===== src/dcache_cfg_pkg.sv =====
package dcache_cfg_pkg;

    localparam int ADDR_W = 32;
    localparam int LINE_BYTES = 16;
    localparam int OFFSET_W = $clog2(LINE_BYTES);
    localparam int WORDS_PER_LINE = LINE_BYTES / 4;
    localparam int WORD_IDX_W = $clog2(WORDS_PER_LINE);
    localparam int SETS = 32;
    localparam int INDEX_W = $clog2(SETS);
    localparam int TAG_W = ADDR_W - INDEX_W - OFFSET_W;
    localparam int NR_WAYS = 2;

    typedef logic [TAG_W-1:0] tag_t;
    typedef logic [INDEX_W-1:0] index_t;
    typedef logic [WORD_IDX_W-1:0] word_idx_t;
    typedef logic [31:0] word_t;
    typedef logic [3:0] strb_t;

    // set index above word position
    typedef logic [INDEX_W+WORD_IDX_W-1:0] ram_addr_t;

endpackage


===== src/dcache_meta.sv =====
module dcache_meta (
    input  logic clk,
    input  logic rst,
    input  dcache_cfg_pkg::index_t lookup_index,
    input  dcache_cfg_pkg::tag_t lookup_tag,
    input  dcache_cfg_pkg::tag_t way_tag0,
    input  dcache_cfg_pkg::tag_t way_tag1,
    input  logic touch,
    input  logic set_dirty,
    input  logic fill,
    input  logic clear_dirty,
    input  logic upd_way,
    output logic hit,
    output logic hit_way,
    output logic victim_way,
    output logic victim_dirty,
    output dcache_cfg_pkg::tag_t victim_tag
);
    import dcache_cfg_pkg::*;

    logic [NR_WAYS-1:0] valid [SETS];
    logic [NR_WAYS-1:0] dirty [SETS];
    logic [NR_WAYS-1:0] lru [SETS];

    // set state, aligned with the tag ram read
    logic [NR_WAYS-1:0] valid_q;
    logic [NR_WAYS-1:0] dirty_q;
    logic [NR_WAYS-1:0] lru_q;
    logic [NR_WAYS-1:0] way_hit;

    always_ff @(posedge clk) begin
        if (rst) begin
            valid <= '{default: '0};
            dirty <= '{default: '0};
            lru <= '{default: '0};
            valid_q <= '0;
            dirty_q <= '0;
            lru_q <= '0;
        end else begin
            valid_q <= valid[lookup_index];
            dirty_q <= dirty[lookup_index];
            lru_q <= lru[lookup_index];
            if (fill) begin
                valid[lookup_index][upd_way] <= 1'b1;
                dirty[lookup_index][upd_way] <= 1'b0;
            end
            if (clear_dirty) dirty[lookup_index][upd_way] <= 1'b0;
            // a store into a fresh line wins over the fill clear
            if (set_dirty) dirty[lookup_index][upd_way] <= 1'b1;
            if (touch) begin
                lru[lookup_index][upd_way] <= 1'b0;
                lru[lookup_index][!upd_way] <= 1'b1;
            end
        end
    end

    assign way_hit[0] = valid_q[0] && (way_tag0 == lookup_tag);
    assign way_hit[1] = valid_q[1] && (way_tag1 == lookup_tag);
    assign hit = |way_hit;
    assign hit_way = way_hit[1];

    // lru bit set means that way was not used last
    assign victim_way = lru_q[1];
    assign victim_dirty = valid_q[victim_way] && dirty_q[victim_way];
    assign victim_tag = victim_way ? way_tag1 : way_tag0;

    // a line refilled into the wrong way would show up as a double hit
    assert property (@(posedge clk) disable iff (rst) !(way_hit[0] && way_hit[1]))
        else $error("dcache_meta: both ways hit in set %0d", lookup_index);

endmodule


===== config.mk =====
export PLATFORM = sky130hd
export DESIGN_NAME = dcache_meta
export DESIGN_NICKNAME = d
export VERILOG_FILES = /design/src/dcache_cfg_pkg.sv /design/src/dcache_meta.sv
export SDC_FILE = /design/constraint.sdc
export NUM_CORES = 1
export LEC_CHECK = 0
export BUFFER_PORTS_ARGS = -buffer_cell sky130_fd_sc_hd__buf_2
export CORE_MARGIN = 1
export CORE_UTILIZATION = 52
export DETAILED_ROUTE_END_ITERATION = 6
export PLACE_DENSITY = 0.8
export SKIP_CTS_REPAIR_TIMING = 1
export SLEW_MARGIN = 5
export SYNTH_ARGS = -nofsm -noshare
export SYNTH_HDL_FRONTEND = slang
export SYNTH_SLANG_ARGS = --single-unit

===== constraint.sdc =====
create_clock -name clk -period 1.4 [get_ports clk]
set_clock_uncertainty 0.05 [all_clocks]
set_input_delay 0.14 -clock clk [delete_from_list [all_inputs] [get_ports clk]]
set_output_delay 0.14 -clock clk [all_outputs]
set_load 0.05 [all_outputs]

# == Word level (Yosys, flattened, before mapping) ==
# Cells that the tools add are included.
# classes
div,0
addsub,0
n_eq_ne,2
bitwise,8
shifts,0
n_mul,0
n_lt_le_gt_ge,7
n_reduce_logical,8
n_mux,27
# op_table
operator,count
two-way mux 64 bit,5
bitwise AND 64 bit,3
bitwise OR 64 bit,3
inverter 64 bit,1
equality test 23 bit,2
binary-select mux 2 bit (select 5 bit),3
two-way mux 23 bit,1
demux 2 bit (select 5 bit),2
two-way mux 2 bit,8
"greater-or-equal comparator 6 bit, second input constant",1
logical AND 1 bit,6
"< comparator 1 x 2 -> 1 bit, second input constant",3
"< comparator 6 x 1 -> 1 bit, second input constant",1
two-way mux 1 bit,6
inverter 5 -> 6 bit,1
demux 1 bit (select 1 bit),2
"greater-or-equal comparator 1 bit, second input constant",2
OR reduction 2 bit,1
zero test 1 bit,1
# word_totals
regBits,198
input_bits,81
word_cells,151
latchBits,0
romBits,0
ram_bits,0
output_inout_bits,27
memories,0

# == Depth between registers and ports, before layout ==
# Gate-level depths: netlist (run 1).
# depth
depth_word,15
mapped_depth,7
ltp_nobuf,4

# == Worst setup path before layout (run 1) ==
# No wires, ideal clock.
# synth_path
path_kind,register -> output
from,reg lru_q[1]
to,out victim_dirty
path_slack_ns,-0.864
path_buffers,2
stages_incl_launch_ff,4
arrival_time_ns,2.074
path_cell_list,dfxtp_1 -> clkbuf_1 -> buf_1 -> o21ai_0
# synth_via
elab_chain_cells,3
# synth_rtl
element,line_no,source
from (decl),dcache_meta.sv:28,logic [NR_WAYS-1:0] lru_q;
from (signal assigned),dcache_meta.sv:42,lru_q <= lru[lookup_index];
two-way mux 1 bit (implied by the code) (2 in series),dcache_meta.sv:64,assign victim_dirty = valid_q[victim_way] && dirty_q[victim_way];
logical AND 1 bit *,dcache_meta.sv:64,
to (decl),dcache_meta.sv:16,"output logic victim_dirty,"
# Every way passes the cells marked *; elsewhere a longest branch is shown, timed or not. The select of a mux whose other input is x is not followed.

# == Final worst setup path (run 1) ==
# layout_path
from,reg valid_q[0]
to,out hit
# layout_via
elab_chain_cells,2
# layout_rtl
element,line_no,source
from (decl),dcache_meta.sv:26,logic [NR_WAYS-1:0] valid_q;
from (signal assigned),dcache_meta.sv:40,valid_q <= valid[lookup_index];
logical AND 1 bit,dcache_meta.sv:57,assign way_hit[0] = valid_q[0] && (way_tag0 == lookup_tag);
OR reduction 2 bit,dcache_meta.sv:59,assign hit = |way_hit;
to (decl),dcache_meta.sv:13,"output logic hit,"
# No other way between the ends.

==> out/results.txt, run 1 <==
Status = finished with violations
Failing checks = setup timing
RR Startpoint = valid[56]
Final cell count without fillers = 1379
Combinational share of power = 14.2%
Die Area = 0.01620 sq mm
Synth Warn # = 0
CP endpoint = hit
Number of synthesized flops with an enable pin = 0
Setup TNS = -8.404 ns
Worst-Skew Late Latency = 0.44 ns
Clock power frac = 43.5%
Synth-to-Final Area Change = 34.58%
Leakage = 4.249 nW
Crit path time final = 1.936 ns
Initial antenna violation count = 0
DR vias = 8472
Main synth FF type = dfxtp_1
Reg-to-Reg End = valid_q[0]
Hold Vio Cnt, Final = 0
Synth area leader = dfxtp_1
Maximum buffer depth of the clock tree = 2
Cell area power density = 1023 mW/mm^2
CTS Buf Count = 17
Post-synthesis sequential area ratio = 40.47%
Synthesized cell area = 0.008163 sq mm
Seq cells post-synth = 165
Largest net degree at the start of global routing = 51
Synth Instances = 967
Switching Fraction = 25.60%
Clk root buf = clkbuf_16
Worst Path Required = 1.21 ns
I/O pin count = 108
Syn_area_per_cell = 8.441 sq um
Max Slew Vio Count = 0
Most area-consuming cells after synthesis = dfxtp_1 (40%), mux2i_1 (9.8%), nor2_1 (6.1%), a21oi_1 (5.9%), o21ai_0 (4.0%)
Worst slew pin tran = 0.4694 ns
Fillers = 1068
Antenna Cells = 0
H-tree lvl count = 4
Final GP Congestion = 0.9249
Distinct cells, synth = 43
Worst Path Max Fanout = 2
R2r setup slk = 0.04 ns
Net Count, Synth = 1048
Die H = 127.3 microns
Count of final setup violators = 28
Final Cycle Share = 138.3%
Pre-CTS WS = -0.5065 ns
1st-iter DRT viols = 794
TritonRoute pass-1 iters = 5
Seq pwr share = 42.3%
Placed Cells = 1328
CP endpoint kind = primary output
Starting Density = 53.50%
Vias in the first global route = 7843
Placeable Area = 0.01526 sq mm
Post-route DRC violation count = 0
# Max-Cap Violations = 0
FFs w/ async S/R, synth = 0%
Slew headroom = 68.71%
Startpoint Class = flop
Hold Path Class = in -> reg
DR WL/cell = 20.30 microns
Final worst slack = -0.5361 ns
TritonCTS clock tree = yes
RSZ-0062 raised after global routing = yes
Fin nets = 1236
DP HPWL = 18690 microns
Std-Cell Rows = 45
Crit path DAT = 1.75 ns
Fmax = 516.5 MHz
First element of the critical path = valid_q[0]
Post-synth top area share = 40.47%
Routed Antenna Nets = 0
PortBufs = 107
P_int = 8.363 mW
WL final = 27990 microns
Via density = 6.144
Reg clk slew, reported paths = 0.06 ns
Total global-route track usage = 32.96%
Die Width = 127.3 microns
Max IR drop VDD = 0.0009439 V
GRT overflow = 0
Cells on worst reg2reg path = 5
Hold path cells = 2
Top cells by count, synth = dfxtp_1 (165), nor2_1 (132), a21oi_1 (97)
Count leader, synth = dfxtp_1
Layout cell share with drive strength beyond 1 = 30.39%
Critical path class = reg -> out
Sw power = 2.877 mW
Sink Count = 165
First-pass GRT wire length = 40920 microns
## cell families (layout without fill, tap and decap cells)
kind of cell / count (synthesis) / in the layout / share of synthesized area [%]
AO/OA/AOI/OAI: 271 / 271 / 18.78
XOR/XNOR: 46 / 46 / 4.936
buffers and inverters: 85 / 286 / 4.982
flip-flops: 165 / 165 / 40.47
multiplexers: 103 / 103 / 12.98
AND/OR/NAND/NOR: 297 / 297 / 17.86
## cell usage in the layout, fill, tap and decap left out, types with 6 or more instances in the layout
cell / Yosys / routed
dfxtp_1: 165 / 159
nor2_1: 132 / 131
buf_4: 6 / 129
a21oi_1: 97 / 96
nand2_1: 76 / 76
buf_2: 31 / 76
mux2i_1: 80 / 72
o21ai_0: 65 / 64
o22ai_1: 41 / 36
a31oi_1: 36 / 36
a211oi_1: 32 / 32
xor2_1: 30 / 29
buf_6: 3 / 26
mux2_4: 0 / 23
clkbuf_16: 0 / 19
xnor2_1: 16 / 13
and2_1: 13 / 13
nor4_1: 17 / 11
buf_12: 0 / 11
buf_8: 0 / 11
nand4_1: 7 / 7
mux2i_2: 0 / 7
nor4_2: 0 / 6
## per-stage QoR
stage	area, sq um	hold WS (ns)	total power, mW	util [%]
after global placement	9757	0.3950	6.234	63.94
after detailed placement	9757	0.4032	6.255	63.94
after global routing	10990	0.08179	11.53	72.00
final	10990	0.07141	11.24	72.00
after floorplan	8313	0.3610	5.661	-
after CTS	10380	0.06851	11.07	68.00
## power by group through the flow
stage | registers, mW | clock network, mW | logic, mW
after floorplan | 4.85 | 0 | 0.809
after global placement | 4.86 | 0 | 1.38
after detailed placement | 4.86 | 0 | 1.40
after CTS | 4.75 | 4.91 | 1.40
after global routing | 4.76 | 5.11 | 1.66
final | 4.75 | 4.89 | 1.59
## worst min-delay path by stage
stage / startpoint / to
6_report: rst / lru_q[1]
2_1_floorplan: lookup_index[2] / valid[24]
5_1_grt: rst / dirty[3]
3_5_place_dp: valid[7] / valid[7]
3_3_place_gp: valid[7] / valid[7]
4_1_cts: rst / lru_q[1]
## per-layer routing
metal / part of all wire (%) / routed length [microns] / track usage [%] / vias up
li1: - / - / - / 3842
met4: 5.9 / 1649 / 21.15 / 0
met2: 47 / 13060 / 53.97 / 544
met3: 10 / 2820 / 7.663 / 131
met5: 0 / 0 / 0 / -
met1: 37 / 10460 / 38.94 / 3955
## worst max-delay path, stage by stage, from the launching register on
cell and delay, ns:
dfxtp_2 0.34, nand4_1 0.11, or4_4 0.58, o22ai_4 0.11, buf_6 0.18
## cell type report
cell class | instances | area (sq um) | area share (%)
Multi-Input combinational cell | 717 | 4738 | 43.13
Timing Repair Buffer | 254 | 2052 | 18.68
Sequential cell | 165 | 3313 | 30.16
Clock inverter | 11 | 146.4 | 1.333
Tap cell | 211 | 264.0 | 2.403
Clock buffer | 21 | 471.7 | 4.294
No activity file was read; power rests on OpenSTA's default activity.
==> inputs of run 2 (changes only) <==
CORE_UTILIZATION = 40   (was 52)
GPL_ROUTABILITY_DRIVEN = 0   (was not set)
PLACE_DENSITY = 0.65   (was 0.8)
==> run 2 against run 1 <==
  * The flow still finishes with violations (setup timing)
  * Combinational power shrank 5%
  * Utilization decreased by 18 points
  * Register-to-register slack got worse by 0.03 ns
  * Sequential share of layout area rose by 0.78 points
  * Sequential power barely moved
  * Clock-buffer cell count grew 5
  * Worst hold slack gained 0.13 ns
  * Non-clock buffer count shrank 26
==> out/results.txt, run 2 (same netlist as run 1, synthesis figures left out) <==
Status = finished with violations
Failing checks = setup timing
Setup TNS = -7.030 ns (+1.374 ns)
DR vias = 7960 (-6.0%)
Most frequent cells in the layout = dfxtp_1 (162), nor2_1 (131), buf_4 (107), a21oi_1 (97), buf_2 (78)
1st-iter DRT viols = 693 (-13%)
CP endpoint kind = primary output
Commonest non-fill, non-tap cell in the layout = dfxtp_1
Hold Vio Cnt, Final = 0 (unchanged)
Clk root buf = clkbuf_16
Max IR drop VDD = 0.0008589 V (-9.0%)
Initial antenna violation count = 0 (unchanged)
Footprint of the multi-input gates = 0.004653 sq mm (-1.8%)
Via density = 5.665 (-7.8%)
TritonCTS clock tree = yes
DR WL/cell = 18.87 microns (-7.0%)
Worst Path Max Fanout = 2 (unchanged)
# Max-Cap Violations = 0 (unchanged)
Sink Count = 165 (unchanged)
Placed Cells = 1372 (+3.3%)
Maximum buffer depth of the clock tree = 2 (unchanged)
Power, Total = 11.15 mW (-0.81%)
Synth-to-Final Area Change = 31.25%
Crit path DAT = 1.75 ns (about the same)
Leakage = 4.086 nW (-3.8%)
Antenna Cells = 0 (unchanged)
Reg clk slew, reported paths = 0.06 ns (about the same)
Fin nets = 1210 (-2.1%)
Worst hold-check slack = 0.2014 ns (+0.1300 ns)
Die Width = 144.9 microns (+14%)
PortBufs = 107 (unchanged)
DP HPWL = 18790 microns (+0.52%)
Post-layout util = 54.34% (-18 points)
I/O pin count = 108 (unchanged)
Slowest Stage Delay on Critical Path = 0.51 ns (-0.07 ns)
WL final = 26510 microns (-5.3%)
H-tree lvl count = 4 (unchanged)
TritonRoute pass-1 iters = 5 (unchanged)
Std-Cell Rows = 51 (+13%)
Final worst slack = -0.5414 ns (-0.005312 ns)
Routed Antenna Nets = 0 (unchanged)
Worst-Skew Late Latency = 0.43 ns (about the same)
Worst Path Required = 1.21 ns (about the same)
Fmax = 515.1 MHz (-0.27%)
Pre-CTS WS = -0.4535 ns (+0.05298 ns)
Post-route cell area = 0.01071 sq mm (-2.5%)
Die H = 144.9 microns (+14%)
Hold Path Class = in -> reg
GRT overflow = 0 (unchanged)
Hold wc startpoint = fill
Critical path class = reg -> out
Post-route DRC violation count = 0 (unchanged)
Count of final setup violators = 26 (-7.1%)
Largest net degree at the start of global routing = 58 (+14%)
Vias in the first global route = 7380 (-5.9%)
CP cell instances = nand4_1 > or4_4 > o22ai_4 > buf_6
RSZ-0062 raised after global routing = yes
Cell area power density = 1041 mW/mm^2 (+1.7%)
RR Startpoint = dirty[1]
Max Slew Vio Count = 0 (unchanged)
Startpoint Class = flop
First element of the critical path = valid_q[0]
Crit path time final = 1.941 ns (+0.005312 ns)
First-pass GRT wire length = 39450 microns (-3.6%)
Fillers = 1817 (+70%)
Final cell count without fillers = 1405 (+1.9%)
Slew headroom = 68.76% (about the same)
CTS Buf Count = 17 (unchanged)
Placed inst area = 0.009774 sq mm (+0.18%)
Starting Density = 41.40% (-12 points)
Register area = 0.003314 sq mm (about the same)
Layout cell share with drive strength beyond 1 = 27.02% (-3.4 points)
Worst slew pin tran = 0.4686 ns (-0.0007858 ns)
Die Area = 0.02098 sq mm (+30%)
Slowest cell on the critical path = or4_4
Placeable Area = 0.01972 sq mm (+29%)
Total global-route track usage = 25.15% (-7.8 points)
Final Cycle Share = 138.7% (+0.38 points)
## run 2: worst max-delay path: cells and delay by family, from the launching register on
family                 cells  cell delay, ns
DFF                        1            0.37
buffers and inverters      1            0.19
and+or+nand+nor            2            0.60
AOI/OAI and AO/OA          1            0.16
## run 2: cell type report
type | instances | share of cell area, %
clock buffers | 26 | 4.473
clock inverters | 4 | 1.121
repair buffers | 228 | 16.95
flip-flops and latches | 165 | 30.94
multi-input cells | 717 | 43.43
well taps | 265 | 3.095
## run 2: final timing paths
kind / to / slack, ns / cells past startpoint
setup / recovery: hit / -0.54 / 4
hold / removal: valid[7] / 0.20 / 4
setup reg to reg: dirty_q[1] / 0.01 / 5
hold reg to reg: valid[23] / 0.42 / 2
## run 2: layer usage
metal  up-vias  global-route usage, %  routed length (microns)
li1       3782                      -                        -
met1      3769                  30.32                    11190
met2       348                  43.57                    12730
met3        61                  4.311                     1751
met4         0                  11.41                      833
met5         -                      0                        0
## run 2: report_power, final
part | switching (mW) | total (mW) | internal, mW
clock network | 1.83 | 4.89 | 3.06
logic | 0.883 | 1.51 | 0.625
registers | 0.0209 | 4.75 | 4.73
