--- src/dcache_cfg_pkg.sv ---
package dcache_cfg_pkg;

    localparam int ADDR_W = 32;
    localparam int LINE_BYTES = 16;
    localparam int OFFSET_W = $clog2(LINE_BYTES);
    localparam int WORDS_PER_LINE = LINE_BYTES / 4;
    localparam int WORD_IDX_W = $clog2(WORDS_PER_LINE);
    localparam int SETS = 32;
    localparam int INDEX_W = $clog2(SETS);
    localparam int TAG_W = ADDR_W - INDEX_W - OFFSET_W;
    localparam int NR_WAYS = 2;

    typedef logic [TAG_W-1:0] tag_t;
    typedef logic [INDEX_W-1:0] index_t;
    typedef logic [WORD_IDX_W-1:0] word_idx_t;
    typedef logic [31:0] word_t;
    typedef logic [3:0] strb_t;

    // set index above word position
    typedef logic [INDEX_W+WORD_IDX_W-1:0] ram_addr_t;

endpackage

--- src/dcache_ctrl.sv ---
module dcache_ctrl (
    input  logic clk,
    input  logic rst,
    input  logic cpu_req,
    input  logic cpu_we,
    input  logic [dcache_cfg_pkg::ADDR_W-1:0] cpu_addr,
    input  dcache_cfg_pkg::strb_t cpu_wstrb,
    input  dcache_cfg_pkg::word_t cpu_wdata,
    output logic cpu_ready,
    output dcache_cfg_pkg::word_t cpu_rdata,
    input  logic hit,
    input  logic hit_way,
    input  logic victim_way,
    input  logic victim_dirty,
    input  dcache_cfg_pkg::tag_t victim_tag,
    input  dcache_cfg_pkg::word_t way_data0,
    input  dcache_cfg_pkg::word_t way_data1,
    output dcache_cfg_pkg::index_t lookup_index,
    output dcache_cfg_pkg::tag_t lookup_tag,
    output logic touch,
    output logic set_dirty,
    output logic fill,
    output logic clear_dirty,
    output logic upd_way,
    output logic [dcache_cfg_pkg::NR_WAYS-1:0] tag_we,
    output logic [dcache_cfg_pkg::NR_WAYS-1:0] data_we,
    output dcache_cfg_pkg::strb_t data_wbe,
    output dcache_cfg_pkg::ram_addr_t data_waddr,
    output dcache_cfg_pkg::ram_addr_t data_raddr,
    output dcache_cfg_pkg::word_t data_wdata,
    output logic rd_start,
    output logic [dcache_cfg_pkg::ADDR_W-1:0] rd_addr,
    input  logic fill_valid,
    input  dcache_cfg_pkg::word_t fill_word,
    input  dcache_cfg_pkg::word_idx_t fill_idx,
    input  logic rd_done,
    output logic wb_word_valid,
    output dcache_cfg_pkg::word_t wb_word,
    output logic wb_start,
    output logic [dcache_cfg_pkg::ADDR_W-1:0] wb_addr,
    input  logic wb_done
);
    import dcache_cfg_pkg::*;

    typedef enum logic [2:0] {
        S_IDLE, S_LOOKUP, S_VREAD, S_WB, S_REFILL, S_RESPOND
    } state_t;

    state_t state;
    logic [WORD_IDX_W:0] vcnt;
    logic req_we;
    tag_t req_tag;
    index_t req_index;
    word_idx_t req_word;
    strb_t req_strb;
    word_t req_wdata;
    logic vway;
    tag_t vtag;
    word_t rdata_q;
    word_t strb_mask;
    word_t fill_merged;

    always_comb begin
        for (int b = 0; b < 4; b++) begin
            strb_mask[8*b +: 8] = {8{req_strb[b]}};
        end
    end

    // pending store bytes go over the refilled word
    assign fill_merged = (req_we && fill_idx == req_word) ?
        ((fill_word & ~strb_mask) | (req_wdata & strb_mask)) : fill_word;

    assign lookup_index = (state == S_IDLE) ? cpu_addr[OFFSET_W +: INDEX_W] : req_index;
    assign lookup_tag = req_tag;

    assign upd_way = (state == S_LOOKUP) ? hit_way : vway;
    assign touch = ((state == S_LOOKUP) && hit) || ((state == S_REFILL) && rd_done);
    assign set_dirty = touch && req_we;
    assign fill = (state == S_REFILL) && rd_done;
    assign clear_dirty = (state == S_WB) && wb_done;

    always_comb begin
        tag_we = '0;
        tag_we[vway] = fill;
        data_we = '0;
        data_wbe = '1;
        data_waddr = {req_index, fill_idx};
        data_wdata = fill_merged;
        if (state == S_LOOKUP) begin
            data_we[hit_way] = hit && req_we;
            data_wbe = req_strb;
            data_waddr = {req_index, req_word};
            data_wdata = req_wdata;
        end else if (state == S_REFILL) begin
            data_we[vway] = fill_valid;
        end
    end

    assign data_raddr = (state == S_IDLE) ? cpu_addr[OFFSET_W+INDEX_W-1:OFFSET_W-WORD_IDX_W]
                      : {req_index, (state == S_VREAD) ? vcnt[WORD_IDX_W-1:0] : req_word};

    assign rd_start = ((state == S_LOOKUP) && !hit && !victim_dirty) || clear_dirty;
    assign rd_addr = {req_tag, req_index, {OFFSET_W{1'b0}}};

    // ram read lags the counter by one cycle
    assign wb_word_valid = (state == S_VREAD) && (vcnt != 0);
    assign wb_word = vway ? way_data1 : way_data0;
    assign wb_start = (state == S_VREAD) && (vcnt == WORDS_PER_LINE);
    assign wb_addr = {vtag, req_index, {OFFSET_W{1'b0}}};

    assign cpu_ready = (state == S_RESPOND);
    assign cpu_rdata = rdata_q;

    always_ff @(posedge clk) begin
        if (rst) begin
            state <= S_IDLE;
            vcnt <= '0;
        end else begin
            case (state)
                S_IDLE: begin
                    if (cpu_req) state <= S_LOOKUP;
                end
                S_LOOKUP: begin
                    vcnt <= '0;
                    if (hit) state <= S_RESPOND;
                    else if (victim_dirty) state <= S_VREAD;
                    else state <= S_REFILL;
                end
                S_VREAD: begin
                    vcnt <= vcnt + 1'b1;
                    if (wb_start) state <= S_WB;
                end
                S_WB: begin
                    if (wb_done) state <= S_REFILL;
                end
                S_REFILL: begin
                    if (rd_done) state <= S_RESPOND;
                end
                default: state <= S_IDLE;
            endcase
        end
    end

    always_ff @(posedge clk) begin
        if (state == S_IDLE && cpu_req) begin
            req_we <= cpu_we;
            req_tag <= cpu_addr[ADDR_W-1 -: TAG_W];
            req_index <= cpu_addr[OFFSET_W +: INDEX_W];
            req_word <= cpu_addr[OFFSET_W-1 -: WORD_IDX_W];
            req_strb <= cpu_wstrb;
            req_wdata <= cpu_wdata;
        end
        if (state == S_LOOKUP) begin
            vway <= victim_way;
            vtag <= victim_tag;
            rdata_q <= hit_way ? way_data1 : way_data0;
        end
        if (state == S_REFILL && fill_valid && fill_idx == req_word) begin
            rdata_q <= fill_merged;
        end
    end

    assert property (@(posedge clk) disable iff (rst) cpu_ready |=> !cpu_ready)
        else $error("dcache_ctrl: cpu_ready held longer than one cycle");

endmodule

--- config.mk ---
export PLATFORM = sky130hd
export DESIGN_NAME = dcache_ctrl
export DESIGN_NICKNAME = d
export VERILOG_FILES = /design/src/dcache_cfg_pkg.sv /design/src/dcache_ctrl.sv
export SDC_FILE = /design/constraint.sdc
export NUM_CORES = 1
export LEC_CHECK = 0
export BUFFER_PORTS_ARGS = -buffer_cell sky130_fd_sc_hd__buf_2
export CORE_AREA = 5 5 159 161
export CTS_BUF_LIST = sky130_fd_sc_hd__clkbuf_2
export DETAILED_ROUTE_END_ITERATION = 10
export DIE_AREA = 0 0 164 166
export PLACE_DENSITY = 0.68
export SLEW_MARGIN = 20
export SYNTH_ARGS = -nofsm -noshare
export SYNTH_HDL_FRONTEND = slang
export SYNTH_SLANG_ARGS = --single-unit
--- constraint.sdc ---
create_clock -name clk -period 5.8 [get_ports clk]
set_input_delay 0.87 -clock clk [delete_from_list [all_inputs] [get_ports clk]]
set_output_delay 0.87 -clock clk [all_outputs]
set_load 0.02 [all_outputs]
After elaboration in Yosys (flattened, before gate mapping). Cells that the tools add are included.

Register bits after elaboration: 129. Output and inout bits: 219. Logic and storage cells: 84.

$add $sub $neg: 1. Magnitude comparators: 4. Eq/ne operators: 11. Multiplexer cells: 26. Bitwise gates (word level): 7. Reductions and logical operators: 24.

Operator list (number): $mux 32 (6); $and 32x32->32 (2); $not 32->32 (1); $or 32x32->32 (1); $mux 3 (6); $logic_and 1x1->1 (15); $pmux 3 s5 (1); $eq 3x3->1 const B (3); $mux 2 (4); $ne 2x2->1 const B (4); $mux 7 (1); $and 2x2->2 (3); $eq 3x2->1 const B (2); $pmux 3 s2 (1); $mux 5 (1); $lt 1x2->1 const B (2); $mux 4 (1); $reduce_and 4->1 (1); $reduce_bool 2->1 (2); $add 3x1->3 const B (1); $eq 3x1->1 const B (1); $logic_not 3->1 (1); $mux 1 (3); $reduce_bool 3->1 (1); 5 further kinds (9).

Logic depth before layout (Yosys ltp). Gate-level depths: netlist of run 1.

Depth after elaboration: 7. Gate-level depth with buffers: 6.

Worst setup path after synthesis of run 1. No wires, ideal clock.

Path kind: reg-to-reg. Start point: register state[0]. End point: register req_tag[0] (netlist: lookup_tag[0]) (enable). Arrival time: 2.721 ns. Required time: 5.368 ns. Slack: 2.647 ns. Stages on the path, launching flop included: 4. Period minus slack after synthesis: 3.153 ns. Path through: dfxtp_1 > clkbuf_1 > nor3_1 > and2_1.

Cells in the longest elaborated chain, start to end: 2.

Ends and longest elaborated chain: start: declaration (line dcache_ctrl.sv:49) `state_t state;`; start signal: assignment (line dcache_ctrl.sv:116) `state <= S_IDLE;`; start signal: assignment (line dcache_ctrl.sv:121) `if (cpu_req) state <= S_LOOKUP;`; start signal: assignment (line dcache_ctrl.sv:125) `if (hit) state <= S_RESPOND;`; $logic_not 3->1 (line dcache_ctrl.sv:145) `if (state == S_IDLE && cpu_req) begin`; $logic_and 1x1->1 (line dcache_ctrl.sv:145); end signal: assignment (line dcache_ctrl.sv:147) `req_tag <= cpu_addr[ADDR_W-1 -: TAG_W];`; end: declaration (line dcache_ctrl.sv:52) `tag_t req_tag;`.

No other way between the ends. A chain may end at the register's enable or synchronous reset.

Worst setup path after layout of run 1.
Start point: register state[1]. End point: output port data_wdata[3].

Cells in the longest elaborated chain, start to end: 2.

Ends and longest elaborated chain: $eq 3x1->1 (line dcache_ctrl.sv:89) `if (state == S_LOOKUP) begin`; $mux 32 (line dcache_ctrl.sv:89); end: declaration (line dcache_ctrl.sv:30) `output dcache_cfg_pkg::word_t data_wdata,`.

No other way between the ends.

==> key figures, run 1 <==
Status
  – Status: completed

Clock tree
  – Maximum buffer depth of the clock tree: 2
  – Post-cts sizing count: 0
  – TritonCTS clock tree: done
  – Post-CTS setup buffers: 0
  – Hold_buf cts: 0
  – CTS buffer count: 17
  – Clock Latency Late Sink: 0.67 ns
  – Clock Root Buffer: clkbuf_2
  – H-Tree Depth: 4
  – Sink Count: 129
  – Worst-path clk slew: 0.27 ns

Floorplanning
  – Initial Utilization: 27.7%
  – # IOs: 419
  – Die Height: 166 um
  – Core Footprint: 23800 um^2
  – Die span in x: 164 um
  – FP Rows: 57
  – Die Area: 27200 um^2

STA
  – Slew Limit Fails: 0
  – Clk_skew: 0.0424 ns
  – Final Hold Fails: 0
  – Slew @ Worst Pin: 1.01 ns
  – Relative slew slack: 32.1%
  – Crit share post-route: 73.9%
  – # setup viols final: 0
  – Final Hold Slack: 0.342 ns
  – Crit path time final: 4.29 ns
  – Worst Slack Setup Final: 1.51 ns
  – Setup repair after global routing missed its margin: no
  – Peak Freq: 233 MHz
  – TNS Setup: 0 ns

Power and ir drop
  – Power density cells: 283 nW/um^2
  – Sequential Power Share: 46.9%
  – Leakage power: 4.03 nW
  – Internal power: 1.60 mW
  – Combinational share of power: 27.7%
  – Clock share of power: 25.4%
  – Sw Ratio: 36.4%
  – P_sw: 0.915 mW
  – Peak supply drop: 150 uV

Cells and area
  – Layout cells sized above 1: 60.5%
  – Most frequent cells in the layout: 408 x buf_2, 123 x edfxtp_1, 71 x mux2_2
  – Non-Filler Instances: 1203
  – Most common cell after layout, fill and taps aside: buf_2
  – Layout area overhead: 34.6%
  – Fin util: 37.3%
  – Nets: 1067

Route
  – DRC: 0
  – DR iter-0 viols: 246
  – DR vias/cell: 4.57
  – Post-route ant nets: 0
  – Final wirelength: 24000 um
  – First-pass detailed-route iteration total: 4
  – DR WL/cell: 19.9 um
  – Via count: 5503

Job
  – Max-Cap Viols: 0

Hold path
  – Tightest Hold Check Type: in2reg

Setup path
  – Crit. End Element: output port
  – CP Class: reg2out
  – CP Max Fanout: 29
  – WP data required: 4.93 ns
  – Crit path DAT: 3.42 ns
  – Critical path launch point type: flip-flop

Placed design
  – Placer Congestion: 0.869
  – Setup slack at placement: 1.99 ns
  – Hpwl dp: 18300 um
  – Dpl cells: 1170
  – PortBufs: 408

Synthesis
  – Synth area leaders: edfxtp_1 56%, mux2_2 12%, mux2i_1 5.3%, buf_4 5.2%, a22oi_1 3.4%
  – Library cells used by synthesis: 42
  – Post-synthesis sequential area ratio: 57.9%
  – Post-synth design cell area: 6590 um^2
  – Predominant post-synthesis flop cell: edfxtp_1
  – Post-synth top area share: 56.0%
  – Synth async-reset ratio: 0%
  – Syn Inst Count: 500
  – YS warnings: 0
  – Mean post-synth cell area: 13.2 um^2
  – Post-synth EDFFs: 123
  – Synth area leader: edfxtp_1
  – Synthesized flop and latch total: 129

Global route
  – Global-route wire length before repair: 34300 um
  – Tot GR Track Use: 16.7%
  – Vias in the first global route: 5722
  – Gr ovfl total: 0
  – Antenna violations before repair: 1
  – Largest net degree at the start of global routing: 68
## cells by family (layout without fill, tap and decap cells)
logic type | Yosys count | in the layout | synth area share (%)
DFF | 129 | 129 | 57.9
muxes | 106 | 106 | 17.4
and+or+nand+nor | 96 | 96 | 7.61
AOI/OAI and AO/OA | 85 | 85 | 8.30
buffers and inverters | 79 | 450 | 7.86
adders and majority gates | 2 | 2 | 0.380
xor gates and xnor gates | 2 | 2 | 0.494
other | 1 | 9 | 0.0569
## synthesized netlist by cell type, drive strengths merged, types with 2 or more instances
master	n
edfxtp	123
mux2	71
buf	59
nand2	43
a21oi	40
mux2i	35
a22oi	30
nor2	15
clkbuf	13
nor3	9
inv	7
dfxtp	6
nand2b	5
or3	5
a211oi	4
and3	4
and2	3
nand3	3
o21ai	3
ha	2
nor2b	2
nor3b	2
nor4	2
o22ai	2
xor2	2
## per-stage QoR
| stage | total power [mW] | instance area [um^2] |
|---|---|---|
| global route | 2.66 | 8870 |
| floorplan | 1.64 | 6620 |
| finish | 2.52 | 8870 |
| CTS | 2.57 | 8870 |
| detailed placement | 1.91 | 8600 |
| global placement | 1.90 | 8600 |
## final cells by class
class	count	area (um^2)
fill	2435	14900
sequential	129	3810
multi-input combinational	299	2290
timing repair buffer	411	2060
tap	324	405
clock inverter	15	185
clock buffer	17	85.1
inverter	7	26.3
antenna	1	2.50
## per-layer routing
metal / vias to the layer above / track usage (%) / share of wire, %
li1: 2565 / - / -
met1: 2653 / 19.6 / 40
met2: 265 / 30.3 / 51
met3: 18 / 4.67 / 7.9
met4: 2 / 3.79 / 1.1
met5: - / 0 / 0.054
## power groups by stage
stage          clock network, mW  registers (mW)  logic (mW)
3_5_place_dp                   0            1.20       0.707
6_report                   0.639            1.18       0.698
2_1_floorplan                  0            1.25       0.394
5_1_grt                    0.721            1.19       0.745
3_3_place_gp                   0            1.20       0.701
4_1_cts                    0.678            1.18       0.709
## critical path, cell delays in order, from the launching register on
cell     delay [ns]
dfxtp_1        0.89
nor2_1         0.14
nand2_1        0.24
inv_2          0.22
buf_4          0.33
nor2_4         0.38
mux2_2         0.39
buf_2          0.17
## flip-flops by register name (all words and copies together), names as in the netlist
register / flops
cpu_rdata: 32
req_wdata: 32
lookup_tag: 23
vtag: 23
req_index: 5
req_strb: 4
state: 3
vcnt: 3
req_word: 2
req_we: 1
vway: 1
## final timing paths
kind / startpoint / to / slack [ns] / cells after the start
worst max-delay path: state[1]$_SDFFE_PP0P_ / data_wdata[3] / 1.51 / 7
worst min-delay path: cpu_addr[16] / lookup_tag[7]$_DFFE_PP_ / 0.34 / 1
worst max register to register: req_word[1]$_DFFE_PP_ / cpu_rdata[31]$_DFFE_PP_ / 2.61 / 3
worst min register to register: vcnt[2]$_SDFFE_PP0P_ / vcnt[2]$_SDFFE_PP0P_ / 0.56 / 2
Note: power is estimated with default switching activity, not from simulation.
==> run 2, diff against run 1 <==
ABC_AREA = 1   (was not set)
CORE_AREA = 5 5 160 162   (was 5 5 159 161)
DIE_AREA = 0 0 165 167   (was 0 0 164 166)
PLACE_DENSITY = 0.72   (was 0.68)
clock period = 3.6 ns   (was 5.8 ns; I/O delays follow)
==> key figures, run 2 <==
Status
  – Status: completed

Placed design
  – Setup slack at placement: 0.785 ns
  – Placer Congestion: 0.829
  – Hpwl dp: 20400 um
  – Dpl cells: 1551
  – Placed cell areas: 9220 um^2
  – PortBufs: 408

Clock tree
  – Sink Count: 129
  – CTS buffer count: 17
  – H-Tree Depth: 4
  – Maximum buffer depth of the clock tree: 2
  – TritonCTS clock tree: done
  – Worst-path clk slew: 0.26 ns
  – Clock Latency Late Sink: 0.70 ns
  – Clock Root Buffer: clkbuf_2

Cells and area
  – Layout cells sized above 1: 34.4%
  – Most frequent cells in the layout: 461 x nand2_1, 408 x buf_2, 123 x edfxtp_1
  – Layout area overhead: 44.9%
  – Cell area after layout: 10400 um^2
  – Most common cell after layout, fill and taps aside: nand2_1
  – Nets: 1540
  – Non-Filler Instances: 1678
  – Fin util: 43.6%

Setup path
  – CP Class: reg2out
  – Crit. End Element: output port
  – Slowest stage cell on the critical path: buf_4
  – Worst-path cell chain: nor3_4, buf_4, nand2_1, a21boi_1, buf_2
  – WP data required: 3.06 ns
  – Worst path bufs/invs: 2
  – Critical path launch point type: flip-flop
  – Crit path DAT: 2.67 ns
  – CP Max Fanout: 67
  – Crit-path max cell delay: 0.65 ns
  – CP top delay family: buffers and inverters

Route
  – Post-route ant nets: 0
  – DRC: 0
  – DR iter-0 viols: 550
  – DR WL/cell: 16.9 um
  – First-pass detailed-route iteration total: 7
  – DR vias/cell: 4.59
  – Via count: 7703
  – Final wirelength: 28300 um

Synthesis
  – YS warnings: 0
  – Post-synth design cell area: 7210 um^2
  – Predominant post-synthesis flop cell: edfxtp_1
  – Post-synth top area share: 51.3%
  – Post-synth EDFFs: 123
  – Cell with the most instances after synthesis: nand2_1
  – Synth area leaders: edfxtp_1 51%, nand2_1 24%, buf_4 4.8%, o21ai_0 4.7%, nand4_1 3.0%
  – Syn Inst Count: 894
  – Mean post-synth cell area: 8.06 um^2
  – Library cells used by synthesis: 32
  – Synth async-reset ratio: 0%
  – Synthesized flop and latch total: 129
  – Post-synthesis sequential area ratio: 52.9%
  – Synth area leader: edfxtp_1
  – Most common library cells after synthesis: 462 x nand2_1, 123 x edfxtp_1, 68 x o21ai_0

STA
  – Crit share post-route: 89.2%
  – # setup viols final: 0
  – Clk_skew: 0.0740 ns
  – Worst Slack Setup Final: 0.389 ns
  – Slew Limit Fails: 0
  – Slew @ Worst Pin: 0.884 ns
  – Final Hold Fails: 0
  – Final Hold Slack: 0.226 ns
  – Setup repair after global routing missed its margin: no
  – Relative slew slack: 41.0%
  – TNS Setup: 0 ns
  – Crit path time final: 3.21 ns
  – Peak Freq: 311 MHz

Power and ir drop
  – Final Power: 7.26 mW
  – Peak supply drop: 375 uV
  – Power density cells: 695 nW/um^2
  – Leakage power: 5.32 nW

Hold path
  – Tightest Hold Check Type: in2reg

Floorplanning
  – Die Area: 27600 um^2
  – Core Footprint: 24000 um^2
  – Die span in x: 165 um
  – # IOs: 419
  – FP Rows: 57
  – Initial Utilization: 30.1%
  – Die Height: 167 um

Global route
  – Global-route wire length before repair: 41800 um
  – Vias in the first global route: 7546
  – Tot GR Track Use: 19.7%
  – Gr ovfl total: 0
  – Antenna violations before repair: 4
  – Largest net degree at the start of global routing: 69

Job
  – Max-Cap Viols: 0
-- run 2: path summary, 6_finish.rpt --
path | start | to | slack [ns] | cells past startpoint
setup / recovery | state[1]$_SDFFE_PP0P_ | set_dirty | 0.39 | 5
hold / removal | way_data1[10] | cpu_rdata[10]$_DFFE_PP_ | 0.23 | 5
setup reg to reg | req_word[0]$_DFFE_PP_ | cpu_rdata[9]$_DFFE_PP_ | 1.12 | 4
hold reg to reg | vcnt[1]$_SDFFE_PP0P_ | vcnt[1]$_SDFFE_PP0P_ | 0.56 | 2
-- run 2: final cells by class --
class                           count  area, um^2
Tap cell                          324         405
Inverter                           59         221
Sequential cell                   129        3810
Multi-Input combinational cell    621        2650
Fill cell                        2356       13500
Clock inverter                     14         193
Antenna cell                        3        7.51
Timing Repair Buffer              510        3060
Clock buffer                       18        90.1
-- run 2: repair_timing --
action | 4_1_cts | 5_1_grt
setup endpoints to repair | 0 | 1
resized for setup | 0 | 1
hold endpoints to repair | 93 | 0
hold buffers | 92 | 0
buffers inserted | 0 | 0
-- run 2: logic make-up after synthesis --
group	synth area share, %
buffers and inverters	10.9
AND/OR/NAND/NOR	29.5
XOR/XNOR	0.382
other	0.0520
AO/OA/AOI/OAI	5.83
flip-flops	52.9
adder cells (fa/ha/maj)	0.347
-- run 2: per-layer routing --
layer / share of wire [%] / global-route usage, % / vias up
li1: - / - / 3736
met1: 41 / 25.0 / 3507
met2: 48 / 33.4 / 404
met3: 8.3 / 4.33 / 54
met4: 2.6 / 6.29 / 2
met5: 0.025 / 0 / -
-- run 2: worst reg2reg max path, stage by stage, from the launching register on --
cell and delay (ns):
edfxtp_1 0.53, xnor2_4 0.23, buf_4 0.41, nand4_4 0.28, nand2_2 0.65
-- run 2: power by group --
group	switching, mW	total (mW)	internal (mW)	leakage (nW)
registers	0.218	2.43	2.21	1.21
logic	2.69	3.75	1.06	3.95
clock network	0.662	1.08	0.418	0.166
