## config.mk

```make
export PLATFORM = sky130hd
export DESIGN_NAME = dcache_ram
export DESIGN_NICKNAME = d
export VERILOG_FILES = /design/src/dcache_ram.sv
export SDC_FILE = /design/constraint.sdc
export NUM_CORES = 1
export LEC_CHECK = 0
export ABC_CLOCK_PERIOD_IN_PS = 2100
export BUFFER_PORTS_ARGS = -buffer_cell sky130_fd_sc_hd__buf_2
export CORE_MARGIN = 8
export CORE_UTILIZATION = 41
export CTS_BUF_LIST = sky130_fd_sc_hd__clkbuf_16
export CTS_CLUSTER_SIZE = 16
export DETAILED_ROUTE_END_ITERATION = 10
export SLEW_MARGIN = 20
export SYNTH_ARGS = -nofsm -noshare
export SYNTH_HDL_FRONTEND = slang
export SYNTH_SLANG_ARGS = --single-unit
```

## constraint.sdc

```tcl
create_clock -name clk -period 2.1 [get_ports clk]
set_input_delay 0.42 -clock clk [delete_from_list [all_inputs] [get_ports clk]]
set_output_delay 0.42 -clock clk [all_outputs]
set_load 0.005 [all_outputs]
```

## src/dcache_ram.sv

```systemverilog
module dcache_ram #(
    parameter type entry_t = logic [31:0],
    parameter int DEPTH = 32
) (
    input  logic clk,
    input  logic we,
    input  logic [$clog2(DEPTH)-1:0] waddr,
    input  logic [$clog2(DEPTH)-1:0] raddr,
    input  entry_t wdata,
    // byte lanes for whole-byte entries, else one enable
    input  logic [(($bits(entry_t) % 8 == 0) ? $bits(entry_t) / 8 : 1)-1:0] wbe,
    output entry_t rdata
);

    localparam int W = $bits(entry_t);
    localparam int BE_W = $bits(wbe);
    localparam int LANE_W = W / BE_W;

    logic [W-1:0] mem [DEPTH];
    logic [W-1:0] wbits;

    assign wbits = wdata;

    always_ff @(posedge clk) begin
        if (we) begin
            for (int b = 0; b < BE_W; b++) begin
                if (wbe[b]) begin
                    mem[waddr][b*LANE_W +: LANE_W] <= wbits[b*LANE_W +: LANE_W];
                end
            end
        end
        // old contents on a same-address write
        rdata <= mem[raddr];
    end

    assert property (@(posedge clk) !$isunknown(we))
        else $error("dcache_ram: write enable is unknown");

endmodule

```

# Yosys cells after proc, flatten, opt, wreduce, memory -nomap -nowiden
# Memory sizes are Yosys's and may differ from the RTL's. A register that Yosys moved wholly into a read port is not among the register bits.
# Index checks and enable logic that the tools add are counted.
[word_totals]
ff_bits = 0
latch_bits = 0
ramBits = 1024
rom_bits = 0
input_bits = 48
output_inout_bits = 32
wordCells = 13
memories = 1
[memory_table]
columns = ["name", "depth", "width", "read_ports", "rd_ports_with_merged_regs", "wr", "line_no", "source"]
rows = [
  ["mem", 32, 32, 1, 1, 1, "19", "logic [W-1:0] mem [DEPTH];"],
]
[op_classes]
n_addsub = 0
multipliers = 0
div_mod_pow = 0
n_lt_le_gt_ge = 0
eq_ne = 0
shifts = 0
muxes = 12
bitwise = 0
reduce_logical = 0
[op_table]
columns = ["op", "n"]
rows = [
  ["1-bit two-way mux", 12],
]

# Depth between registers and ports, before layout
# Gate-level depths: netlist (run 1).
[logic_depth]
depth_word = 3
ltp_mapped = 8
ltp_nobuf = 5

# Least setup slack after synthesis (run 1)
# OpenSTA, ideal clock, no wires.
[synth_timing]
kind = "input port to flip-flop"
start = "input port waddr[3]"
end = "memory mem[16][0] (netlist name) (enable)"
setup_ps = 370
t_arrival_ps = 1298
required_time_ps = 1730
setup_slack_ps = 432
stages = 3
path_buffers = 0
path_cell_list = "nor3b_1 nand2_1 nor2_1"
[synth_lines]
columns = ["element", "line_no", "source"]
rows = [
  ["start: declaration", "7", "input logic [$clog2(DEPTH)-1:0] waddr,"],
  ["end: declaration", "19", ""],
]
# No word-level cell before the write port.

# Worst setup path after layout (run 1)
[layout_timing]
start = "input port waddr[3]"
end = "memory mem[8][3] (netlist name) (enable)"
# No word-level cell before the write port.

==> run summary, run 1 <==
Status: complete, no violations
Compound-gate portion of the synthesized area: 4.78%
I/O pin count: 80
Die Width: 332 um
RSZ-0062 raised after global routing: false
Via/cell ratio: 5.36
Post-synthesis cell count: 2,406
Final ANT Viol Nets: 0
Largest family of logic cells by synthesized area: multiplexers
CP cell instances: buf_2 -> nor3b_1 -> nand2_1 -> nor2_1 -> buf_4
Xor and xnor area share after synthesis: 0%
Share of cells above drive strength 1: 16.9%
Final setup vio count: 0
Vias in the first global route: 21,800
Non-Filler Cell Area, Final: 47,800 sq um
Clk buf depth: 3
Full die area: 110,000 sq um
CP max stage delay: 590 ps
CP max FO: 8
Fmax: 550 MHz
Maxcap violations: 0
CTS tree: done
CTS clk-pin slew, worst paths: 60 ps
Hold violation total from the final report: 0
Clock Latency Late Sink: 670 ps
Pwr Total: 0.0442 W
YS warnings: 0
Worst-Margin Slew: 787 ps
Clock Skews: 22.9 ps
Syn Nets: 2,454
Relative slew slack: 47.5%
Final WL: 97.7 mm
DP Cell Count: 3,874
Crit-path slowest cell: nand2_1
HP Class: in2reg
Yosys cell types: 24
Hpwl dp: 62.1 mm
GRT Total Usage: 17.1%
Crit Path Class: in2reg
Synthesis-stage register bit count: 1,056
Initial Utilization: 41.1%
Core Box Area: 99,700 sq um
PD cells: 924 nW/um^2
Critical path arrival: 2180 ps
Worst setup SP type: primary input
Drt wl/cell: 24.0 um
Seq/Total Area, Yosys: 76.5%
Nets: 2,726
Clk root buf: clkbuf_16
Total CTS buffers: 100
CP required: 2470 ps
Post-place setup slack: -246 ps
Syn Area/Cell: 17.1 sq um
Via count: 21,800
Post-synth EDFFs: 1,024
Initial drt markers: 2,017
Max-slew violations: 0
Routability cong.: 0.802
Row count: 116
Placed cell areas: 44,400 sq um
CTS Sinks: 1,056
Multiplexer area fraction after synthesis: 12.5%
Final Util: 47.9%
Hold_buf cts: 0
Setup WS post-layout: 281 ps
Minimum clock period: 1820 ps
H-tree depth: 3
Crit. End Element: flip-flop
First-pass GRT wire length: 144 mm
Finished Layout Cells: 4,064
Post-route clock period utilization: 86.6%
Leakage power: 17.1 nW
Synth async-reset ratio: 0%
Post-Synth Simple-Gate Area: 4.25%
Synthesized area: 41,000 sq um
Antenna violations before repair: 6
Peak supply drop: 0.000586 V
Primary FF master, synth: edfxtp_1
Setup Fix Bufs, Post-CTS: 0
Area grow syn2layout: 16.5%
# port buffers: 79
TritonRoute pass-1 iters: 7
Synth Area in Adders: 0%
Largest net degree at the start of global routing: 42
Total grt overflow: 0
Residual DRC count: 0
CP top delay family: simple AND/OR/NAND/NOR gates
Vert. Die Dim: 332 um
Worst path bufs/invs: 2
CTS resizes: 0
[state kept, by name (all words and copies together), names as in the netlist]
signal	flops
mem	1024
rdata	32
[stage by stage]
step	TNS (ps)	hold WS, ps
floorplan	0	519
global route	0	300
global placement	-12620	598
finish	0	307
detailed placement	-19720	610
CTS	0	269
[routing by layer]
metal / GRT usage (%) / routed length (um) / up-vias
met5: 0 / 36 / -
met2: 27.5 / 46000 / 633
met3: 3.37 / 5980 / 143
met4: 5.22 / 2600 / 4
li1: - / - / 9958
met1: 23.6 / 43000 / 11000
[final cells by class]
class | instances | area [sq um]
diodes | 3 | 7.51
repair buffers | 311 | 2530
fillers | 8151 | 51900
multi-input cells | 1209 | 8850
clock buffers | 101 | 2530
well taps | 1298 | 1620
flip-flops and latches | 1056 | 31400
clock inverters | 86 | 860
[power breakdown]
group	switching (W)	total, W	leakage, nW	internal (W)
logic	0.00152	0.00235	5.90	0.000822
registers	0.0000716	0.0234	9.48	0.0233
clock network	0.00768	0.0184	1.72	0.0107
total	0.00928	0.0442	17.1	0.0349
[layout by cell type (no fill, tap or decap), types with 2 or more instances in the layout]
master	n
nor3b_1	3
clkbuf_16	101
dfxtp_1	32
nor2b_4	2
clkinv_1	15
a21oi_1	96
bufinv_16	16
buf_2	78
and3b_1	2
buf_4	201
diode_2	3
a31oi_1	32
edfxtp_1	1024
clkinvlp_4	9
inv_6	4
a22oi_1	96
nand2_1	134
inv_1	22
nor3_1	33
a22o_1	64
nand2b_1	2
clkinv_4	4
nor2b_1	2
buf_12	31
nor2_1	130
clkinv_8	2
clkinv_2	14
mux2i_1	512
nand3_1	96
[path summary, 6_finish.rpt]
| check | slack, ps | startpoint | cells past startpoint | end |
|---|---|---|---|---|
| max | 280 | waddr[3] | 5 | mem[8][3] |
| min | 310 | wdata[2] | 1 | mem[16][2] |
| max reg2reg | 670 | mem[4][6] | 5 | rdata[6] |
| min reg2reg | 610 | mem[10][7] | 4 | rdata[7] |
[Yosys cell counts (4+ instances only)]
| cell type | n | area (sq um) |
|---|---|---|
| clkbuf_1 | 47 | 176 |
| a22oi_1 | 96 | 721 |
| mux2i_1 | 512 | 5120 |
| dfxtp_1 | 32 | 641 |
| nor2_1 | 131 | 492 |
| a22o_1 | 64 | 561 |
| buf_1 | 17 | 63.8 |
| a21oi_1 | 96 | 480 |
| a31oi_1 | 32 | 200 |
| buf_6 | 15 | 169 |
| buf_2 | 27 | 135 |
| nand3_1 | 96 | 480 |
| nand2_1 | 134 | 503 |
| nor2b_1 | 4 | 25.0 |
| buf_4 | 33 | 248 |
| edfxtp_1 | 1024 | 30700 |
| nor3_1 | 33 | 165 |
[cell families (layout without fill, tap and decap cells)]
kind of cell    Yosys count  after routing
mux                     512            512
simple gates            409            409
flops                  1056           1056
other cells               0              3
buf+inv                 141            498
compound gates          288            288
Note: power is estimated with default switching activity, not from simulation.
==> run 2: changes to the inputs <==
==> constraint.sdc (replaced) <==
create_clock -name clk -period 2.1 [get_ports clk]
set_input_delay 0.105 -clock clk [delete_from_list [all_inputs] [get_ports clk]]
set_output_delay 0.105 -clock clk [all_outputs]
set_load 0.005 [all_outputs]
==> run 2 against run 1 <==
Register-to-register slack got worse by 20 ps; combinational power down 3%; first-iteration DRC count is 8.2% higher; core utilization down 0.29 points; non-clock buffer count decreased by 4; critical endpoint is now rdata[21].
==> run summary, run 2 (same netlist as run 1, synthesis figures left out) <==
Clock Latency Late Sink: 650 ps (-20 ps)
Max-slew violations: 0 (unchanged)
Relative slew slack: 47.9% (+0.42 points)
Total CTS buffers: 101 (+1.0%)
Antenna violations before repair: 6 (unchanged)
Crit Path Class: reg2reg
Clock power share: 40.6% (-1.1 points)
Initial Utilization: 41.1% (unchanged)
TritonRoute pass-1 iters: 6 (-1)
Most frequent cells in the layout: edfxtp_1 (1,024), mux2i_1 (512), buf_4 (202), nand2_1 (134), nor2_1 (130)
Worst hold start: wdata[26]
Row count: 116 (unchanged)
Comb pwr share: 5.3% (about the same)
Switching part of the total: 21.0% (-0.031 points)
Setup Fix Bufs, Post-CTS: 0 (unchanged)
PD cells: 911 nW/um^2 (-1.4%)
CTS resizes: 0 (unchanged)
Maxcap violations: 0 (unchanged)
Nets: 2,723 (-0.11%)
Full die area: 110,000 sq um (unchanged)
Drt wl/cell: 24.6 um (+2.4%)
# port buffers: 79 (unchanged)
Initial drt markers: 2,182 (+8.2%)
CTS clk-pin slew, worst paths: 60 ps (about the same)
R2r setup slk: 650 ps (-20 ps)
R2R depth: 5 (unchanged)
TNS Setup: 0 ps (unchanged)
Share of cells above drive strength 1: 16.3% (-0.52 points)
Clock Skews: 17.1 ps (-5.82 ps)
Post-route clock period utilization: 68.9% (-18 points)
Top reg by flops: mem
I/O pin count: 80 (unchanged)
Hold violation total from the final report: 0 (unchanged)
Vias in the first global route: 22,200 (+1.9%)
Hold_buf cts: 3 (+3)
Die Width: 332 um (unchanged)
Vert. Die Dim: 332 um (unchanged)
Crit-path slowest cell: nor3_1
Residual DRC count: 0 (unchanged)
Hpwl dp: 63.6 mm (+2.5%)
CP max stage delay: 440 ps (-150 ps)
Core Box Area: 99,700 sq um (unchanged)
Largest regs: mem (1024), rdata (32)
Worst-Margin Slew: 781 ps (-6.34 ps)
Pint: 0.0342 W (-2.0%)
Placed cell areas: 44,300 sq um (-0.34%)
CP cell instances: mux2i_1 -> a22o_1 -> nor3_1 -> a31oi_1 -> nand3_1
Crit. End Element: flip-flop
Via/cell ratio: 5.43 (+1.2%)
Non-Filler Cell Area, Final: 47,500 sq um (-0.61%)
Total grt overflow: 0 (unchanged)
Routability cong.: 0.828 (+3.2%)
Area grow syn2layout: 15.8%
RR Startpoint: mem[0][21]
Worst setup SP type: flip-flop
RSZ-0062 raised after global routing: false
CP max FO: 1 (-7)
HP Class: in2reg
Critical path arrival: 2030 ps (-150 ps)
Via count: 22,000 (+1.1%)
Setup WS post-layout: 654 ps (+372 ps)
CTS Sinks: 1,056 (unchanged)
Hold Path End: mem[8][26]
Seq pwr share: 54.1% (+1.1 points)
Final setup vio count: 0 (unchanged)
First-pass GRT wire length: 147 mm (+2.1%)
Clk root buf: clkbuf_16
Peak supply drop: 0.000621 V (+6.0%)
Finished Layout Cells: 4,061 (-0.074%)
WHS Path Cells: 1 (unchanged)
Minimum clock period: 1450 ps (-372 ps)
Post-place setup slack: 119 ps (+364 ps)
CP required: 2680 ps (+210 ps)
H-tree depth: 3 (unchanged)
R2r endpoint: rdata[21]
Clk buf depth: 3 (unchanged)
Largest net degree at the start of global routing: 65 (+55%)
DP Cell Count: 3,867 (-0.18%)
GRT Total Usage: 17.6% (+0.46 points)
Most common cell after layout, fill and taps aside: edfxtp_1
Final ANT Viol Nets: 0 (unchanged)
Leakage power: 17.0 nW (-0.72%)
Max FFs per register: 1,024 (unchanged)
CTS tree: done
Final WL: 100 mm (+2.3%)
Status: complete, no violations
Net Sw Power: 0.00908 W (-2.1%)
Fmax: 691 MHz (+26%)
## run 2: metal layers
layer | routed length [um] | vias up | GRT usage [%]
met4 | 2950 | 4 | 5.84
met1 | 43000 | 11200 | 23.9
met2 | 47900 | 709 | 28.9
met3 | 6070 | 153 | 2.86
met5 | 23 | - | 0
li1 | - | 9930 | -
## run 2: power groups by stage
stage	combinational [W]	sequential (W)	clock [W]
final	0.00229	0.0234	0.0176
after global routing	0.00245	0.0234	0.0186
after CTS	0.00232	0.0234	0.0179
after detailed placement	0.00231	0.0239	0
after global placement	0.00227	0.0239	0
after floorplan	0.00120	0.0238	0
## run 2: how the worst max path moves through the flow
stage / start / to / slack, ps / cells after the start
2_1_floorplan: waddr[3] / mem[16][0] / 750 / 3
3_3_place_gp: raddr[1] / rdata[21] / 130 / 8
3_5_place_dp: raddr[1] / rdata[21] / 120 / 8
4_1_cts: rdata[15] / rdata[15] / 660 / 1
5_1_grt: mem[1][21] / rdata[21] / 600 / 5
6_report: mem[0][21] / rdata[21] / 650 / 5
## run 2: layout make-up
class	count	area, sq um
multi-input combinational	1209	8850
tap	1298	1620
antenna	4	10.0
timing repair buffer	307	2410
fill	8211	52200
clock buffer	103	2580
clock inverter	84	637
sequential	1056	31400
## run 2: per-stage QoR
stage	power (W)	hold WS, ps	util (%)
floorplan	0.0250	204	-
global placement	0.0261	488	44.4
global route	0.0445	36.9	47.6
detailed placement	0.0262	491	44.4
finish	0.0433	32.7	47.6
CTS	0.0436	6.12	47.6
## run 2: critical path, delay by kind of cell (launching register included)
kind | cells | cell delay (ps)
multiplexers | 1 | 60
AO/OA/AOI/OAI | 2 | 440
AND/OR/NAND/NOR | 2 | 550
flip-flops | 1 | 320
==> run 3: changes to the inputs <==
- ABC_AREA: not set -> 1
- ABC_CLOCK_PERIOD_IN_PS: 2100 -> 1500
- clock period: 2.1 -> 1.5 ns (I/O delays scaled with it)
==> run 3 against run 2 <==
Area after synthesis is 4.6% higher; critical path depth shrank 4; hold slack gained 77 ps; clock skew up 11 ps; synthesized cell count rose by 53%; register-to-register slack got worse by 470 ps; non-clock buffer count is 97 higher; final cell count up 34%; die area rose by 4.3%; largest power group unchanged.
==> run summary, run 3 <==
Initial drt markers: 2,571 (+18%)
Area grow syn2layout: 17.2%
Total CTS buffers: 108 (+6.9%)
HP Class: in2reg
Clock power share: 41.7% (+1.1 points)
Leakage power: 19.0 nW (+12%)
Routability cong.: 0.811 (-2.0%)
Max layer used: met5
TNS Setup: 0 ps (unchanged)
Share of the synthesized area in the top cell type: 71.7% (-3.3 points)
Final Util: 48.5% (+0.85 points)
Most common cell after layout, fill and taps aside: nand2_1
Metal2 WL: 53.9 mm (+13%)
Worst setup SP type: flip-flop
Via count: 28,400 (+29%)
Synthesized area: 42,900 sq um (+4.6%)
Worst path bufs/invs: 1 (+1)
CP top delay family: flip-flops
Crit Path Class: reg2out
CTS tree: done
Status: complete, no violations
Relative slew slack: 51.4% (+3.5 points)
Largest net degree at the start of global routing: 68 (+4.6%)
Share of cells above drive strength 1: 13.1% (-3.3 points)
Final ANT Viol Nets: 0 (unchanged)
Hold Slack: 109 ps (+76.5 ps)
Antenna violations before repair: 6 (unchanged)
Top reg by flops: mem
DR WL met3: 7.98 mm (+31%)
CP max stage delay: 510 ps (+70 ps)
Clk root buf: clkbuf_16
Final setup vio count: 0 (unchanged)
Syn Area/Cell: 11.7 sq um (-32%)
Clock Latency Late Sink: 680 ps (+30 ps)
RSZ-0062 raised after global routing: false
Hpwl dp: 70.8 mm (+11%)
Primary FF master, synth: edfxtp_1
Post-synth EDFFs: 1,024 (unchanged)
Count leader, synth: nand2_1
H-tree depth: 3 (unchanged)
Commonest cells post-synth: nand2_1 (1,477), edfxtp_1 (1,024), nand3_1 (768)
M1 WL: 49.9 mm (+16%)
Syn Nets: 3,729 (+52%)
CTS clk-pin slew, worst paths: 60 ps (about the same)
Multi-input logic area: 9920 sq um (+12%)
Comb pwr share: 6.7% (+1.4 points)
Fmax: 694 MHz
First-pass GRT wire length: 173 mm (+18%)
Initial Utilization: 41.4% (+0.24 points)
Most frequent cells in the layout: nand2_1 (1,477), edfxtp_1 (1,024), nand3_1 (768), buf_4 (235), nor2_1 (131)
Nets: 4,013 (+47%)
Drt wl/cell: 21.2 um (-14%)
Maxcap violations: 0 (unchanged)
I/O pin count: 80 (unchanged)
Crit-path slowest cell: dfxtp_1
# port buffers: 79 (unchanged)
Net Sw Power: 0.0141 W (+56%)
Number of diodes: 0 (-4)
Synth area leader: edfxtp_1
Seq/Total Area, Yosys: 73.2% (-3.3 points)
Filler cell count: 9,201 (+12%)
CTS Sinks: 1,056 (unchanged)
Row count: 118 (+1.7%)
Core Box Area: 104,000 sq um (+3.9%)
Clock Skews: 27.6 ps (+10.5 ps)
Minimum clock period: 1440 ps
Full die area: 115,000 sq um (+4.3%)
Vias in the first global route: 27,300 (+23%)
Post-synthesis cell count: 3,681 (+53%)
Via/cell ratio: 5.22 (-3.8%)
PD cells: 1260 nW/um^2 (+39%)
Switching part of the total: 22.2% (+1.3 points)
Worst-Margin Slew: 728 ps (-52.6 ps)
Vert. Die Dim: 339 um (+2.1%)
Storage element area: 31,400 sq um (about the same)
Hold violation total from the final report: 0 (unchanged)
Final WL: 115 mm (+15%)
CP cell instances: buf_2
Largest regs: mem (1024), rdata (32)
Clk buf depth: 3 (unchanged)
Pint: 0.0494 W (+44%)
Synthesis-stage register bit count: 1,056 (unchanged)
Total grt overflow: 0 (unchanged)
Synth area leaders: edfxtp_1 (72%), nand2_1 (13%), nand3_1 (9.0%), dfxtp_1 (1.5%), buf_6 (1.5%)
YS warnings: 0 (unchanged)
Synth async-reset ratio: 0% (unchanged)
Crit. End Element: output port
Peak supply drop: 0.000895 V (+44%)
GRT Total Usage: 19.4% (+1.9 points)
Yosys cell types: 16 (-33%)
TritonRoute pass-1 iters: 5 (-1)
Post-route clock period utilization: 96.1%
CP max FO: 1 (unchanged)
Seq pwr share: 51.6% (-2.5 points)
Max FFs per register: 1,024 (unchanged)
CP required: 1420 ps (-1260 ps)
Max-slew violations: 0 (unchanged)
Critical path arrival: 1370 ps (-660 ps)
Setup Fix Bufs, Post-CTS: 0 (unchanged)
Die Width: 339 um (+2.1%)
Residual DRC count: 0 (unchanged)
[run 3: power by group through the flow]
stage | clock [W] | sequential, W | combinational [W]
CTS | 0.0270 | 0.0328 | 0.00429
global placement | 0 | 0.0334 | 0.00416
finish | 0.0265 | 0.0328 | 0.00425
detailed placement | 0 | 0.0334 | 0.00420
global route | 0.0280 | 0.0328 | 0.00467
floorplan | 0 | 0.0333 | 0.00223
[run 3: worst paths after layout]
path / from / endpoint / slack (ps) / cells after the start
setup / recovery: rdata[1] / rdata[1] / 60 / 1
hold / removal: raddr[1] / rdata[2] / 110 / 8
setup reg to reg: mem[17][6] / rdata[6] / 180 / 8
hold reg to reg: mem[30][4] / rdata[4] / 760 / 8
[run 3: layer usage]
metal,up-vias,global-route usage [%]
met5,-,0
met4,8,6.09
met3,199,2.83
met2,951,31.2
met1,13900,27.4
li1,13400,-
[run 3: cells by family (layout without fill, tap and decap cells)]
family | count (synthesis) | in the layout | synth area share [%]
simple gates | 2384 | 2384 | 23.1
flops | 1056 | 1056 | 73.2
buf+inv | 241 | 618 | 3.70
[run 3: layout make-up]
type	count	area share, %
repair buffers	404	7.27
flip-flops and latches	1056	62.5
clock buffers	109	5.43
clock inverters	94	1.54
inverters	11	0.134
well taps	1380	3.44
multi-input cells	2384	19.7
[run 3: worst min-delay path: stages]
cell     delay [ps]
buf_8           140
nand3_1          90
nand3_1         130
nand2_1         100
nand2_1          60
nand2_1          60
nand2_1          40
nand2_1          50
[run 3: what timing repair did]
action | in CTS | in global routing
endpoints found under the hold margin | 989 | 0
hold buffers | 34 | 0
gates resized for setup | 1 | 0
endpoints found under the setup margin | 1 | 0
[run 3: per-stage QoR]
| step | instances | total power, W | instance area (sq um) | worst slack, ps |
|---|---|---|---|---|
| after floorplan | 3681 | 0.0356 | 42900 | 146 |
| after CTS | 5438 | 0.0640 | 50300 | 40.6 |
| after global placement | 5201 | 0.0375 | 46400 | -375 |
| after global routing | 5438 | 0.0654 | 50300 | 32.3 |
| final | 5438 | 0.0635 | 50300 | 58.5 |
| after detailed placement | 5201 | 0.0376 | 46400 | -342 |
